$ cat src/source/core_isa_pkg.sv
// ################################################
// ISA definitions for the integer core
// Opcodes, function codes and instruction layouts
// ################################################
`default_nettype none

package core_isa_pkg;

  // Major opcodes of the supported subset
  localparam logic [6:0] OPC_OP     = 7'b0110011;
  localparam logic [6:0] OPC_OP_IMM = 7'b0010011;

  // funct3 encodings shared by R and I forms
  localparam logic [2:0] F3_ADD = 3'b000;
  localparam logic [2:0] F3_XOR = 3'b100;
  localparam logic [2:0] F3_OR  = 3'b110;
  localparam logic [2:0] F3_AND = 3'b111;

  // funct7 encodings
  localparam logic [6:0] F7_BASE = 7'b0000000;
  localparam logic [6:0] F7_SUB  = 7'b0100000;

  typedef enum logic [2:0] {
    ALU_ADD = 3'd0,
    ALU_SUB = 3'd1,
    ALU_AND = 3'd2,
    ALU_OR  = 3'd3,
    ALU_XOR = 3'd4
  } alu_op_e;

  typedef struct packed {
    logic [6:0] funct7;
    logic [4:0] rs2;
    logic [4:0] rs1;
    logic [2:0] funct3;
    logic [4:0] rd;
    logic [6:0] opcode;
  } instr_r_t;

  typedef struct packed {
    logic [11:0] imm;
    logic [4:0]  rs1;
    logic [2:0]  funct3;
    logic [4:0]  rd;
    logic [6:0]  opcode;
  } instr_i_t;

  // One fetched word seen through either layout
  typedef union packed {
    instr_r_t    r;
    instr_i_t    i;
    logic [31:0] raw;
  } instr_u;

endpackage

`default_nettype wire
$ cat src/source/core_pipe_pkg.sv
// ################################################
// Pipeline types for the integer core
// Stage-to-stage records and the retirement trace
// ################################################
`default_nettype none

package core_pipe_pkg;

  // Fetch to decode
  typedef struct packed {
    logic [31:0] pc;
    logic [31:0] insn;
  } fetch_item_t;

  // Decode to execute, operands already resolved
  typedef struct packed {
    logic [31:0]           pc;
    logic [31:0]           insn;
    core_isa_pkg::alu_op_e alu_op;
    logic [31:0]           operand_a;
    logic [31:0]           operand_b;
    logic [4:0]            rd_addr;
    logic                  rd_we;
    logic                  trap;
  } decoded_t;

  // One record per retired instruction
  typedef struct packed {
    logic [63:0] order;
    logic [31:0] pc;
    logic [31:0] insn;
    logic        trap;
    logic [4:0]  rd_addr;
    logic [31:0] rd_wdata;
  } retire_t;

endpackage

`default_nettype wire

$ cat src/source/core_top.sv
// ################################################
// Integer core top level
// Fetch, decode, execute and register file
// ################################################
`timescale 1ns/1ps
`default_nettype none

module core_top #(
  parameter logic [31:0] BootAddr = 32'h0000_0080,
  parameter int unsigned NumRegs  = 32
) (
  input  logic                   clk_i,
  input  logic                   rst_n_i,
  input  logic                   fetch_enable_i,
  output logic                   instr_req_o,
  input  logic                   instr_gnt_i,
  input  logic                   instr_rvalid_i,
  output logic [31:0]            instr_addr_o,
  input  logic [31:0]            instr_rdata_i,
  output logic                   retire_valid_o,
  output core_pipe_pkg::retire_t retire_o
);

  import core_pipe_pkg::*;

  logic        item_valid;
  fetch_item_t item;
  logic [4:0]  raddr_a;
  logic [4:0]  raddr_b;
  logic [31:0] rdata_a;
  logic [31:0] rdata_b;
  logic        dec_valid;
  decoded_t    dec;
  logic        rf_we;
  logic [4:0]  rf_waddr;
  logic [31:0] rf_wdata;

  core_fetch #(
    .BootAddr (BootAddr)
  ) u_core_fetch (
    .clk_i          (clk_i),
    .rst_n_i        (rst_n_i),
    .fetch_enable_i (fetch_enable_i),
    .instr_req_o    (instr_req_o),
    .instr_gnt_i    (instr_gnt_i),
    .instr_rvalid_i (instr_rvalid_i),
    .instr_addr_o   (instr_addr_o),
    .instr_rdata_i  (instr_rdata_i),
    .item_valid_o   (item_valid),
    .item_o         (item)
  );

  core_decode #(
    .NumRegs (NumRegs)
  ) u_core_decode (
    .clk_i        (clk_i),
    .rst_n_i      (rst_n_i),
    .item_valid_i (item_valid),
    .item_i       (item),
    .raddr_a_o    (raddr_a),
    .raddr_b_o    (raddr_b),
    .rdata_a_i    (rdata_a),
    .rdata_b_i    (rdata_b),
    .byp_we_i     (rf_we),
    .byp_addr_i   (rf_waddr),
    .byp_data_i   (rf_wdata),
    .dec_valid_o  (dec_valid),
    .dec_o        (dec)
  );

  core_regfile #(
    .NumRegs (NumRegs)
  ) u_core_regfile (
    .clk_i     (clk_i),
    .rst_n_i   (rst_n_i),
    .raddr_a_i (raddr_a),
    .raddr_b_i (raddr_b),
    .rdata_a_o (rdata_a),
    .rdata_b_o (rdata_b),
    .waddr_i   (rf_waddr),
    .wdata_i   (rf_wdata),
    .we_i      (rf_we)
  );

  core_execute u_core_execute (
    .clk_i          (clk_i),
    .rst_n_i        (rst_n_i),
    .dec_valid_i    (dec_valid),
    .dec_i          (dec),
    .rf_we_o        (rf_we),
    .rf_waddr_o     (rf_waddr),
    .rf_wdata_o     (rf_wdata),
    .retire_valid_o (retire_valid_o),
    .retire_o       (retire_o)
  );

endmodule

`default_nettype wire

$ cat src/source/core_execute.sv
// ################################################
// Execute and retire stage
// ALU, register writeback and the retirement trace
// ################################################
`timescale 1ns/1ps
`default_nettype none

module core_execute (
  input  logic                    clk_i,
  input  logic                    rst_n_i,
  input  logic                    dec_valid_i,
  input  core_pipe_pkg::decoded_t dec_i,
  output logic                    rf_we_o,
  output logic [4:0]              rf_waddr_o,
  output logic [31:0]             rf_wdata_o,
  output logic                    retire_valid_o,
  output core_pipe_pkg::retire_t  retire_o
);

  import core_isa_pkg::*;
  import core_pipe_pkg::*;

  logic [31:0] alu_result;
  logic [31:0] wdata;
  logic [63:0] order_q;
  retire_t     retire_d;

  always_comb begin
    case (dec_i.alu_op)
      ALU_ADD: alu_result = dec_i.operand_a + dec_i.operand_b;
      ALU_SUB: alu_result = dec_i.operand_a - dec_i.operand_b;
      ALU_AND: alu_result = dec_i.operand_a & dec_i.operand_b;
      ALU_OR:  alu_result = dec_i.operand_a | dec_i.operand_b;
      ALU_XOR: alu_result = dec_i.operand_a ^ dec_i.operand_b;
      default: alu_result = '0;
    endcase
  end

  // Traps report no write data
  assign wdata = dec_i.trap ? 32'd0 : alu_result;

  // Write port, also seen by decode as the bypass path
  assign rf_we_o    = dec_valid_i & dec_i.rd_we;
  assign rf_waddr_o = dec_i.rd_addr;
  assign rf_wdata_o = alu_result;

  always_comb begin
    retire_d.order    = order_q;
    retire_d.pc       = dec_i.pc;
    retire_d.insn     = dec_i.insn;
    retire_d.trap     = dec_i.trap;
    retire_d.rd_addr  = dec_i.rd_addr;
    retire_d.rd_wdata = wdata;
  end

  always_ff @(posedge clk_i or negedge rst_n_i) begin
    if (!rst_n_i) begin
      order_q        <= 64'd0;
      retire_valid_o <= 1'b0;
      retire_o       <= '0;
    end else begin
      retire_valid_o <= dec_valid_i;
      if (dec_valid_i) begin
        // Order counts retirements from zero
        order_q  <= order_q + 64'd1;
        retire_o <= retire_d;
      end
    end
  end

endmodule

`default_nettype wire

$ cat src/source/core_decode.sv
// ################################################
// Decode stage
// Field decode, operand read with bypass, illegal check
// ################################################
`timescale 1ns/1ps
`default_nettype none

module core_decode #(
  parameter int unsigned NumRegs = 32
) (
  input  logic                       clk_i,
  input  logic                       rst_n_i,
  input  logic                       item_valid_i,
  input  core_pipe_pkg::fetch_item_t item_i,
  output logic [4:0]                 raddr_a_o,
  output logic [4:0]                 raddr_b_o,
  input  logic [31:0]                rdata_a_i,
  input  logic [31:0]                rdata_b_i,
  input  logic                       byp_we_i,
  input  logic [4:0]                 byp_addr_i,
  input  logic [31:0]                byp_data_i,
  output logic                       dec_valid_o,
  output core_pipe_pkg::decoded_t    dec_o
);

  import core_isa_pkg::*;
  import core_pipe_pkg::*;

  instr_u      insn;
  alu_op_e     alu_op;
  logic        legal_funct;
  logic        regs_ok;
  logic        use_imm;
  logic        illegal;
  logic [4:0]  rd_addr;
  logic [31:0] imm_sext;
  logic [31:0] rs1_val;
  logic [31:0] rs2_val;
  decoded_t    dec_d;

  assign insn      = item_i.insn;
  assign raddr_a_o = insn.r.rs1;
  assign raddr_b_o = insn.r.rs2;
  assign imm_sext  = {{20{insn.i.imm[11]}}, insn.i.imm};

  always_comb begin
    alu_op      = ALU_ADD;
    legal_funct = 1'b0;
    regs_ok     = 1'b1;
    use_imm     = 1'b0;
    rd_addr     = insn.r.rd;
    case (insn.raw[6:0])
      OPC_OP: begin
        regs_ok = insn.r.rs1 < NumRegs && insn.r.rs2 < NumRegs && insn.r.rd < NumRegs;
        legal_funct = 1'b1;
        case ({insn.r.funct7, insn.r.funct3})
          {F7_BASE, F3_ADD}: alu_op = ALU_ADD;
          {F7_SUB,  F3_ADD}: alu_op = ALU_SUB;
          {F7_BASE, F3_AND}: alu_op = ALU_AND;
          {F7_BASE, F3_OR}:  alu_op = ALU_OR;
          {F7_BASE, F3_XOR}: alu_op = ALU_XOR;
          default:           legal_funct = 1'b0;
        endcase
      end
      OPC_OP_IMM: begin
        use_imm     = 1'b1;
        regs_ok     = insn.i.rs1 < NumRegs && insn.i.rd < NumRegs;
        legal_funct = 1'b1;
        case (insn.i.funct3)
          F3_ADD:  alu_op = ALU_ADD;
          F3_AND:  alu_op = ALU_AND;
          F3_OR:   alu_op = ALU_OR;
          F3_XOR:  alu_op = ALU_XOR;
          default: legal_funct = 1'b0;
        endcase
      end
      default: ;
    endcase
  end

  assign illegal = ~(legal_funct & regs_ok);

  // Forward the result that execute writes this cycle
  assign rs1_val = (byp_we_i && byp_addr_i == raddr_a_o && raddr_a_o != 5'd0) ?
                   byp_data_i : rdata_a_i;
  assign rs2_val = (byp_we_i && byp_addr_i == raddr_b_o && raddr_b_o != 5'd0) ?
                   byp_data_i : rdata_b_i;

  always_comb begin
    dec_d.pc        = item_i.pc;
    dec_d.insn      = item_i.insn;
    dec_d.alu_op    = alu_op;
    dec_d.operand_a = rs1_val;
    dec_d.operand_b = use_imm ? imm_sext : rs2_val;
    dec_d.rd_addr   = rd_addr;
    dec_d.rd_we     = ~illegal;
    dec_d.trap      = illegal;
  end

  always_ff @(posedge clk_i or negedge rst_n_i) begin
    if (!rst_n_i) begin
      dec_valid_o <= 1'b0;
    end else begin
      dec_valid_o <= item_valid_i;
    end
  end

  always_ff @(posedge clk_i) begin
    if (item_valid_i) begin
      dec_o <= dec_d;
    end
  end

endmodule

`default_nettype wire

$ cat src/source/core_regfile.sv
// ################################################
// Register file
// Two async read ports, one write port, x0 tied to zero
// ################################################
`timescale 1ns/1ps
`default_nettype none

module core_regfile #(
  parameter int unsigned NumRegs = 32
) (
  input  logic        clk_i,
  input  logic        rst_n_i,
  input  logic [4:0]  raddr_a_i,
  input  logic [4:0]  raddr_b_i,
  output logic [31:0] rdata_a_o,
  output logic [31:0] rdata_b_o,
  input  logic [4:0]  waddr_i,
  input  logic [31:0] wdata_i,
  input  logic        we_i
);

  logic [31:0] regs_q [NumRegs];

  // Zero for x0 and for indices beyond the implemented registers
  function automatic logic [31:0] read_port(input logic [4:0] addr);
    logic [31:0] val;
    val = '0;
    if (addr != 5'd0 && addr < NumRegs) begin
      val = regs_q[addr];
    end
    return val;
  endfunction

  always_comb begin
    rdata_a_o = read_port(raddr_a_i);
    rdata_b_o = read_port(raddr_b_i);
  end

  always_ff @(posedge clk_i or negedge rst_n_i) begin
    if (!rst_n_i) begin
      for (int i = 0; i < NumRegs; i++) begin
        regs_q[i] <= '0;
      end
    end else if (we_i && waddr_i != 5'd0 && waddr_i < NumRegs) begin
      regs_q[waddr_i] <= wdata_i;
    end
  end

endmodule

`default_nettype wire

$ cat src/source/core_fetch.sv
// ################################################
// Instruction fetch unit
// Drives the req/gnt/rvalid bus, queues returned words
// ################################################
`timescale 1ns/1ps
`default_nettype none

module core_fetch #(
  parameter logic [31:0] BootAddr = 32'h0000_0080
) (
  input  logic                      clk_i,
  input  logic                      rst_n_i,
  input  logic                      fetch_enable_i,
  output logic                      instr_req_o,
  input  logic                      instr_gnt_i,
  input  logic                      instr_rvalid_i,
  output logic [31:0]               instr_addr_o,
  input  logic [31:0]               instr_rdata_i,
  output logic                      item_valid_o,
  output core_pipe_pkg::fetch_item_t item_o
);

  import core_pipe_pkg::*;

  logic [31:0] req_pc_q;
  logic [31:0] rsp_pc_q;
  logic [1:0]  outstanding_q;
  logic [1:0]  fill_q;
  logic        pending_q;
  logic        wr_ptr_q;
  logic        rd_ptr_q;
  logic        room;
  logic        grant;
  logic        push;
  logic        pop;

  fetch_item_t queue_q [2];

  // Requests in flight plus queued words never exceed two
  assign room = (outstanding_q + fill_q) < 2'd2;

  // A request that was not granted stays up with the same address
  assign instr_req_o  = pending_q | (fetch_enable_i & room);
  assign instr_addr_o = req_pc_q;

  assign grant = instr_req_o & instr_gnt_i;
  assign push  = instr_rvalid_i;
  assign pop   = fill_q != 2'd0;

  always_ff @(posedge clk_i or negedge rst_n_i) begin
    if (!rst_n_i) begin
      req_pc_q      <= BootAddr;
      rsp_pc_q      <= BootAddr;
      outstanding_q <= 2'd0;
      fill_q        <= 2'd0;
      pending_q     <= 1'b0;
      wr_ptr_q      <= 1'b0;
      rd_ptr_q      <= 1'b0;
      item_valid_o  <= 1'b0;
    end else begin
      if (grant) begin
        req_pc_q <= req_pc_q + 32'd4;
      end
      // Responses return in order, so their PC just steps along
      if (push) begin
        rsp_pc_q <= rsp_pc_q + 32'd4;
        wr_ptr_q <= ~wr_ptr_q;
      end
      if (pop) begin
        rd_ptr_q <= ~rd_ptr_q;
      end
      pending_q     <= instr_req_o & ~instr_gnt_i;
      outstanding_q <= outstanding_q + {1'b0, grant} - {1'b0, push};
      fill_q        <= fill_q + {1'b0, push} - {1'b0, pop};
      item_valid_o  <= pop;
    end
  end

  // Queue storage and output word
  always_ff @(posedge clk_i) begin
    if (push) begin
      queue_q[wr_ptr_q] <= '{pc: rsp_pc_q, insn: instr_rdata_i};
    end
    if (pop) begin
      item_o <= queue_q[rd_ptr_q];
    end
  end

endmodule

`default_nettype wire

$ cat config.mk
export PLATFORM = sky130hd
export DESIGN_NAME = core_top
export DESIGN_NICKNAME = d
export VERILOG_FILES = /design/src/source/core_isa_pkg.sv /design/src/source/core_pipe_pkg.sv /design/src/source/core_top.sv /design/src/source/core_execute.sv /design/src/source/core_decode.sv /design/src/source/core_regfile.sv /design/src/source/core_fetch.sv
export SDC_FILE = /design/constraint.sdc
export NUM_CORES = 2
export LEC_CHECK = 0
export ABC_AREA = 1
export BUFFER_PORTS_ARGS = -buffer_cell sky130_fd_sc_hd__buf_4
export CORE_MARGIN = 5
export CORE_UTILIZATION = 35
export CTS_BUF_LIST = sky130_fd_sc_hd__clkbuf_16
export DETAILED_ROUTE_END_ITERATION = 8
export SYNTH_ARGS = -nofsm -noshare
export SYNTH_HDL_FRONTEND = slang
export SYNTH_SLANG_ARGS = --single-unit
$ cat constraint.sdc
create_clock -name clk_i -period 10.05 [get_ports clk_i]
set_input_delay 1.005 -clock clk_i [delete_from_list [all_inputs] [get_ports clk_i]]
set_output_delay 1.005 -clock clk_i [all_outputs]
set_load 0.01 [all_outputs]
Word-level counts from Yosys, hierarchy flattened:

Memory sizes are Yosys's and may differ from the RTL's. A register that Yosys moved wholly into a read port is not among the register bits.
Cells that the tools add are included.

* flip-flop bits (word level): 1466
* latch bits: 0
* RAM bits: 128
* ROM bits: 0
* bits of input ports: 37
* output and inout port bits: 200
* word-level logic and storage cells: 143
* memories kept: 1

Memory list
* u_core_fetch.queue_q: depth 2, bits a word 64, read ports 1, clocked after memory_dff 1, write ports 1, RTL line core_fetch.sv:37 `fetch_item_t queue_q [2];`

* add/subtract/negate cells: 10
* multipliers: 0
* divide/modulo/power cells: 0
* magnitude comparators: 5
* equal/unequal tests: 15
* shift operators: 0
* muxes and demuxes: 25
* bitwise logic cells: 15
* reductions and logical operators: 15

Operators by type and width (count)
* bitwise mux 1024 bit: 1
* 2-to-1 mux 32 bit: 11
* binary-select mux 32 bit (select 5 bit): 2
* demux 32 bit (select 5 bit): 1
* one-hot mux 32 bit (5 select lines): 1
* adder 32 x 3 -> 32 bit, second input constant: 2
* adder 64 x 1 -> 64 bit, second input constant: 1
* adder 32 bit: 1
* AND 32 bit: 1
* bitwise OR 32 bit: 1
* subtractor 32 bit: 1
* XOR 32 bit: 1
* equality test 10 x 3 -> 1 bit, second input constant: 3
* greater-or-equal comparator 6 bit, second input constant: 3
* NOT 5 -> 6 bit: 3
* nonzero test 5 bit: 3
* equality test 3 bit, second input constant: 4
* one-hot mux 3 bit (4 select lines): 1
* equality test 10 x 9 -> 1 bit, second input constant: 1
* equality test 5 bit: 2
* logical NOT 10 bit: 1
* one-hot mux 3 bit (3 select lines): 1
* equality test 7 x 5 -> 1 bit, second input constant: 1
* equality test 7 x 6 -> 1 bit, second input constant: 1
* 18 further kinds: 37

Longest topological paths before layout:

* word-level depth: 7
* depth in mapped cells: 28
* mapped depth without buffers: 28

Cells and area by module:

A second synthesis with hierarchy kept.

* cell total of the unflattened synthesis: 11797
* area total of the unflattened synthesis: 87851.8 µm²

Modules (own cells, without submodules)
* core_regfile: instances 1, cells each 8342, area an instance 56869.5 µm², seq. area each 25624.6 µm²
* core_execute: instances 1, cells each 1986, area an instance 14518.9 µm², seq. area each 5780.5 µm²
* core_fetch: instances 1, cells each 935, area an instance 10376.2 µm², seq. area each 7289.5 µm²
* core_decode: instances 1, cells each 534, area an instance 6087.1 µm², seq. area each 4018.9 µm²

Worst setup path after synthesis:

Ideal clock, no wire load.

* path type: input-to-reg
* start point: in instr_rvalid_i
* end point: mem u_core_fetch.queue_q[0][0] (netlist bit) (enable)
* setup time: 0.484 ns
* data arrival time: 3.798 ns
* slack: 5.768 ns
* stages on the path: 3
* cells stage by stage: buf_4 inv_2 nor2_1

* word-level cells in the longest chain between the ends: 2

Ends and longest elaborated chain
* start: declaration: RTL line core_top.sv:17 `input logic instr_rvalid_i,`
* 2-to-1 mux 1 bit: RTL line core_fetch.sv:81 `if (push) begin`
* 2-to-1 mux 1 bit (implied by the code): RTL line core_fetch.sv:82 `queue_q[wr_ptr_q] <= '{pc: rsp_pc_q, insn: instr_rdata_i};`
* end: declaration: RTL line core_fetch.sv:37

Every way passes these cells.

==> metrics.cfg <==
[clocking]
cts_setup_buffers=0
cts_tree=done
cts_resized=0
cts_buffers=180
clk_pin_slew_ns=0.06
clk_latency_ns=0.90
cts_hold_buffers=0
cts-htree-levels=4
cts.sinks=1634
clockBufferDepth=3
root_buffer=clkbuf_16

[power]
p_leak_nw=40.5
powerDensity_nw_per_um2=293
ir_worst_vdd_mv=0.233
power_mw=27.5

[layout]
stdcell_area_um2=94000
fillers=24300
multiInputGateArea_um2=35200
final_layout_size_suffix_gt1_share_pct=8.01
regArea_um2=42500
synthToLayoutAreaGrowth_pct=11.4
nNetsFinal=10300

[setup_path]
end_kind=flip-flop
start_kind=flip-flop
r2r_start=u_core_decode.dec_o[73]$_SDFFCE_PN0P_
crit_path_max_fanout=26
r2r_slack_ns=4.63
reg2reg_depth=22
critical_path_required_ns=10.76
timing_worst_setup_path_type=flip-flop to flip-flop
crit_start=u_core_decode.dec_o[73]$_SDFFCE_PN0P_
worstPathArrival_ns=6.13
rr_endpoint=u_core_decode.dec_o[35]$_DFFE_PP_

[placed_design]
hpwlAfterDp_um=191000
post-place-ws_ns=4.70
gp_congestion=0.937
portBuffers=232
placed_area_um2=88100

[run]
drv_cap=0

[die]
std_cell_rows=180
dieArea_um2=251000
die-width_um=501
die_h_um=501
pin_count=237
core_um2=240000
initial_core_util_pct=35.1

[sta]
worst_slack_ns=4.63
finClkSkew_ns=0.0848
fin_tns_setup_ns=0
relSlewSlack_pct=11.8
tightest_slew_ns=1.32
setup_viol=0
hold_violations=0
rsz0062_at_grt=false
fin_crit_ns=5.42
timing.fmax_ghz=0.184
slew_viol_final=0
period_share_pct=53.9

[run_status]
status=finished, final reports clean

[drt]
dr_total_vias=77100
drt_first_pass_iters=6
wire_per_inst_um=24.4
routed_wirelength_um=329000
first_iter_violations=10800
ant_nets=0
remaining_drc_errors=0
vias_per_cell=5.70

[hold_path]
hold_path_class=input pin to asynchronous set/reset pin

[logic_synthesis]
synth_cell_type_count=66
syn_area_um2=84400
synthMuxAreaShare_pct=0.173
synth_edf_count=317
netlist.area_leader.share_pct=39.0
synthAdderAreaFrac_pct=1.54
syn_area_per_cell_um2=8.08
synthSimpleGateAreaFrac_pct=17.9
ys_top_cells_by_area=dfrtp_1, o21ai_0, edfxtp_1, nand2_1, a21oi_1
ys_seq_area_share_pct=50.3
ys_ff_latch=1634
synth.most_common_cell=nand2_1
synth-xor-area-share_pct=1.65
synthFlopType=dfrtp_1
synth_common_cells=nand2_1, o21ai_0, dfrtp_1, a21oi_1, inv_1
synth_top_family_by_area=compound AO/OA/AOI/OAI gates
synth_warnings=0
async_flop_share_pct=80.6
yosysTopAreaCell=dfrtp_1
synth_compound_area_share_pct=20.3
netlist_instances=10400

[grt]
grt_use_total_pct=25.4
grt_max_degree=224
grt_antenna_before_repair=8
grt_overflow=0
grt_pass1_wl_um=483000
grt_pass1_vias=73200

[where the power goes]
part           total, mW  internal [mW]  switching (mW)
combinational       10.9           3.04            7.82
sequential          10.1           8.83            1.23
clock               6.62           3.69            2.93
[critical path: stages (launching register included)]
cell and delay, ns:
edfxtp_1 0.47, nor2_2 0.13, buf_4 0.38, nand2_1 0.09, buf_4 0.23, inv_1 0.49
o21ai_0 0.26, a21oi_1 0.19, xor2_1 0.25, inv_1 0.08, ha_1 0.40, nand2_1 0.14
nor2_1 0.19, nand2_1 0.13, nor3_1 0.14, nand2_1 0.11, nand3b_1 0.11, nand3_2 0.32
nand2_1 0.76, nand2_1 0.10, nand2_1 0.09, nand2_1 0.05, nand2_1 0.08
[registers in the layout, summed over array words and instances (netlist names)]
signal and cells:
u_core_fetch.queue_q 124, u_core_regfile.regs_q 1024, u_core_execute.order_q 64, u_core_fetch.fill_q 2
u_core_fetch.item_valid_o 1, u_core_execute.retire_valid_o 1, u_core_execute.retire_o 159, u_core_fetch.rd_ptr_q 1
u_core_decode.dec_valid_o 1, u_core_decode.dec_o 131, u_core_fetch.rsp_pc_q 30, u_core_fetch.pending_q 1
u_core_fetch.item_o 62, u_core_fetch.outstanding_q 2, u_core_fetch.wr_ptr_q 1, u_core_fetch.instr_addr_o 30
[worst max-delay path by stage]
stage / end / cells past startpoint
6_report: u_core_decode.dec_o[35]$_DFFE_PP_ / 22
5_1_grt: u_core_decode.dec_o[34]$_DFFE_PP_ / 25
4_1_cts: u_core_decode.dec_o[35]$_DFFE_PP_ / 22
3_5_place_dp: u_core_decode.dec_o[34]$_DFFE_PP_ / 23
3_3_place_gp: u_core_decode.dec_o[34]$_DFFE_PP_ / 25
2_1_floorplan: u_core_fetch.queue_q[0][0]$_DFFE_PP_ / 3
[cells in the final DEF, fill, tap and decap left out, drive strengths merged, types with 7 or more instances in the layout]
| cell type | count |
|---|---|
| diode | 7 |
| clkbuf | 183 |
| o211ai | 107 |
| nor3 | 81 |
| mux2 | 13 |
| a31oi | 32 |
| or2 | 12 |
| edfxtp | 317 |
| nand3 | 816 |
| dfrtp | 1315 |
| nor4 | 28 |
| buf | 373 |
| nand4 | 59 |
| clkinv | 90 |
| xor2 | 130 |
| bufinv | 14 |
| o221ai | 68 |
| nand3b | 9 |
| nor2 | 428 |
| nand2 | 2128 |
| inv | 926 |
| a221oi | 20 |
| o21ai | 2168 |
| a21oi | 841 |
| ha | 102 |
| xnor2 | 29 |
[routing by layer]
layer	up-vias	global-route usage, %	wire (µm)
li1	34600	-	-
met1	37000	32.7	129000
met2	4484	39.9	148000
met3	1006	5.69	33300
met4	8	13.8	19700
met5	-	0	46
[logic make-up after synthesis]
kind of cell,count (synthesis)
and+or+nand+nor,3567
AOI/OAI and AO/OA,3261
buffers and inverters,1707
DFF,1634
xor gates and xnor gates,159
adders and majority gates,103
muxes,13
other,1
[layout make-up]
cell class / count / area share, %
sequential: 1634 / 45.2
multi-input combinational: 7107 / 37.5
clock buffer: 183 / 4.87
tap: 3185 / 4.24
inverter: 886 / 3.60
timing repair buffer: 373 / 3.21
clock inverter: 148 / 1.38
antenna: 7 / 0.0186
[metrics by stage]
stage	hold WS [ns]	util [%]	cells
after floorplan	0.393	-	10400
after global placement	0.375	36.7	13200
after detailed placement	0.382	36.7	13200
after CTS	0.211	39.1	13500
after global routing	0.224	39.1	13500
final	0.162	39.1	13500
Power figures use the tool's default switching activity.
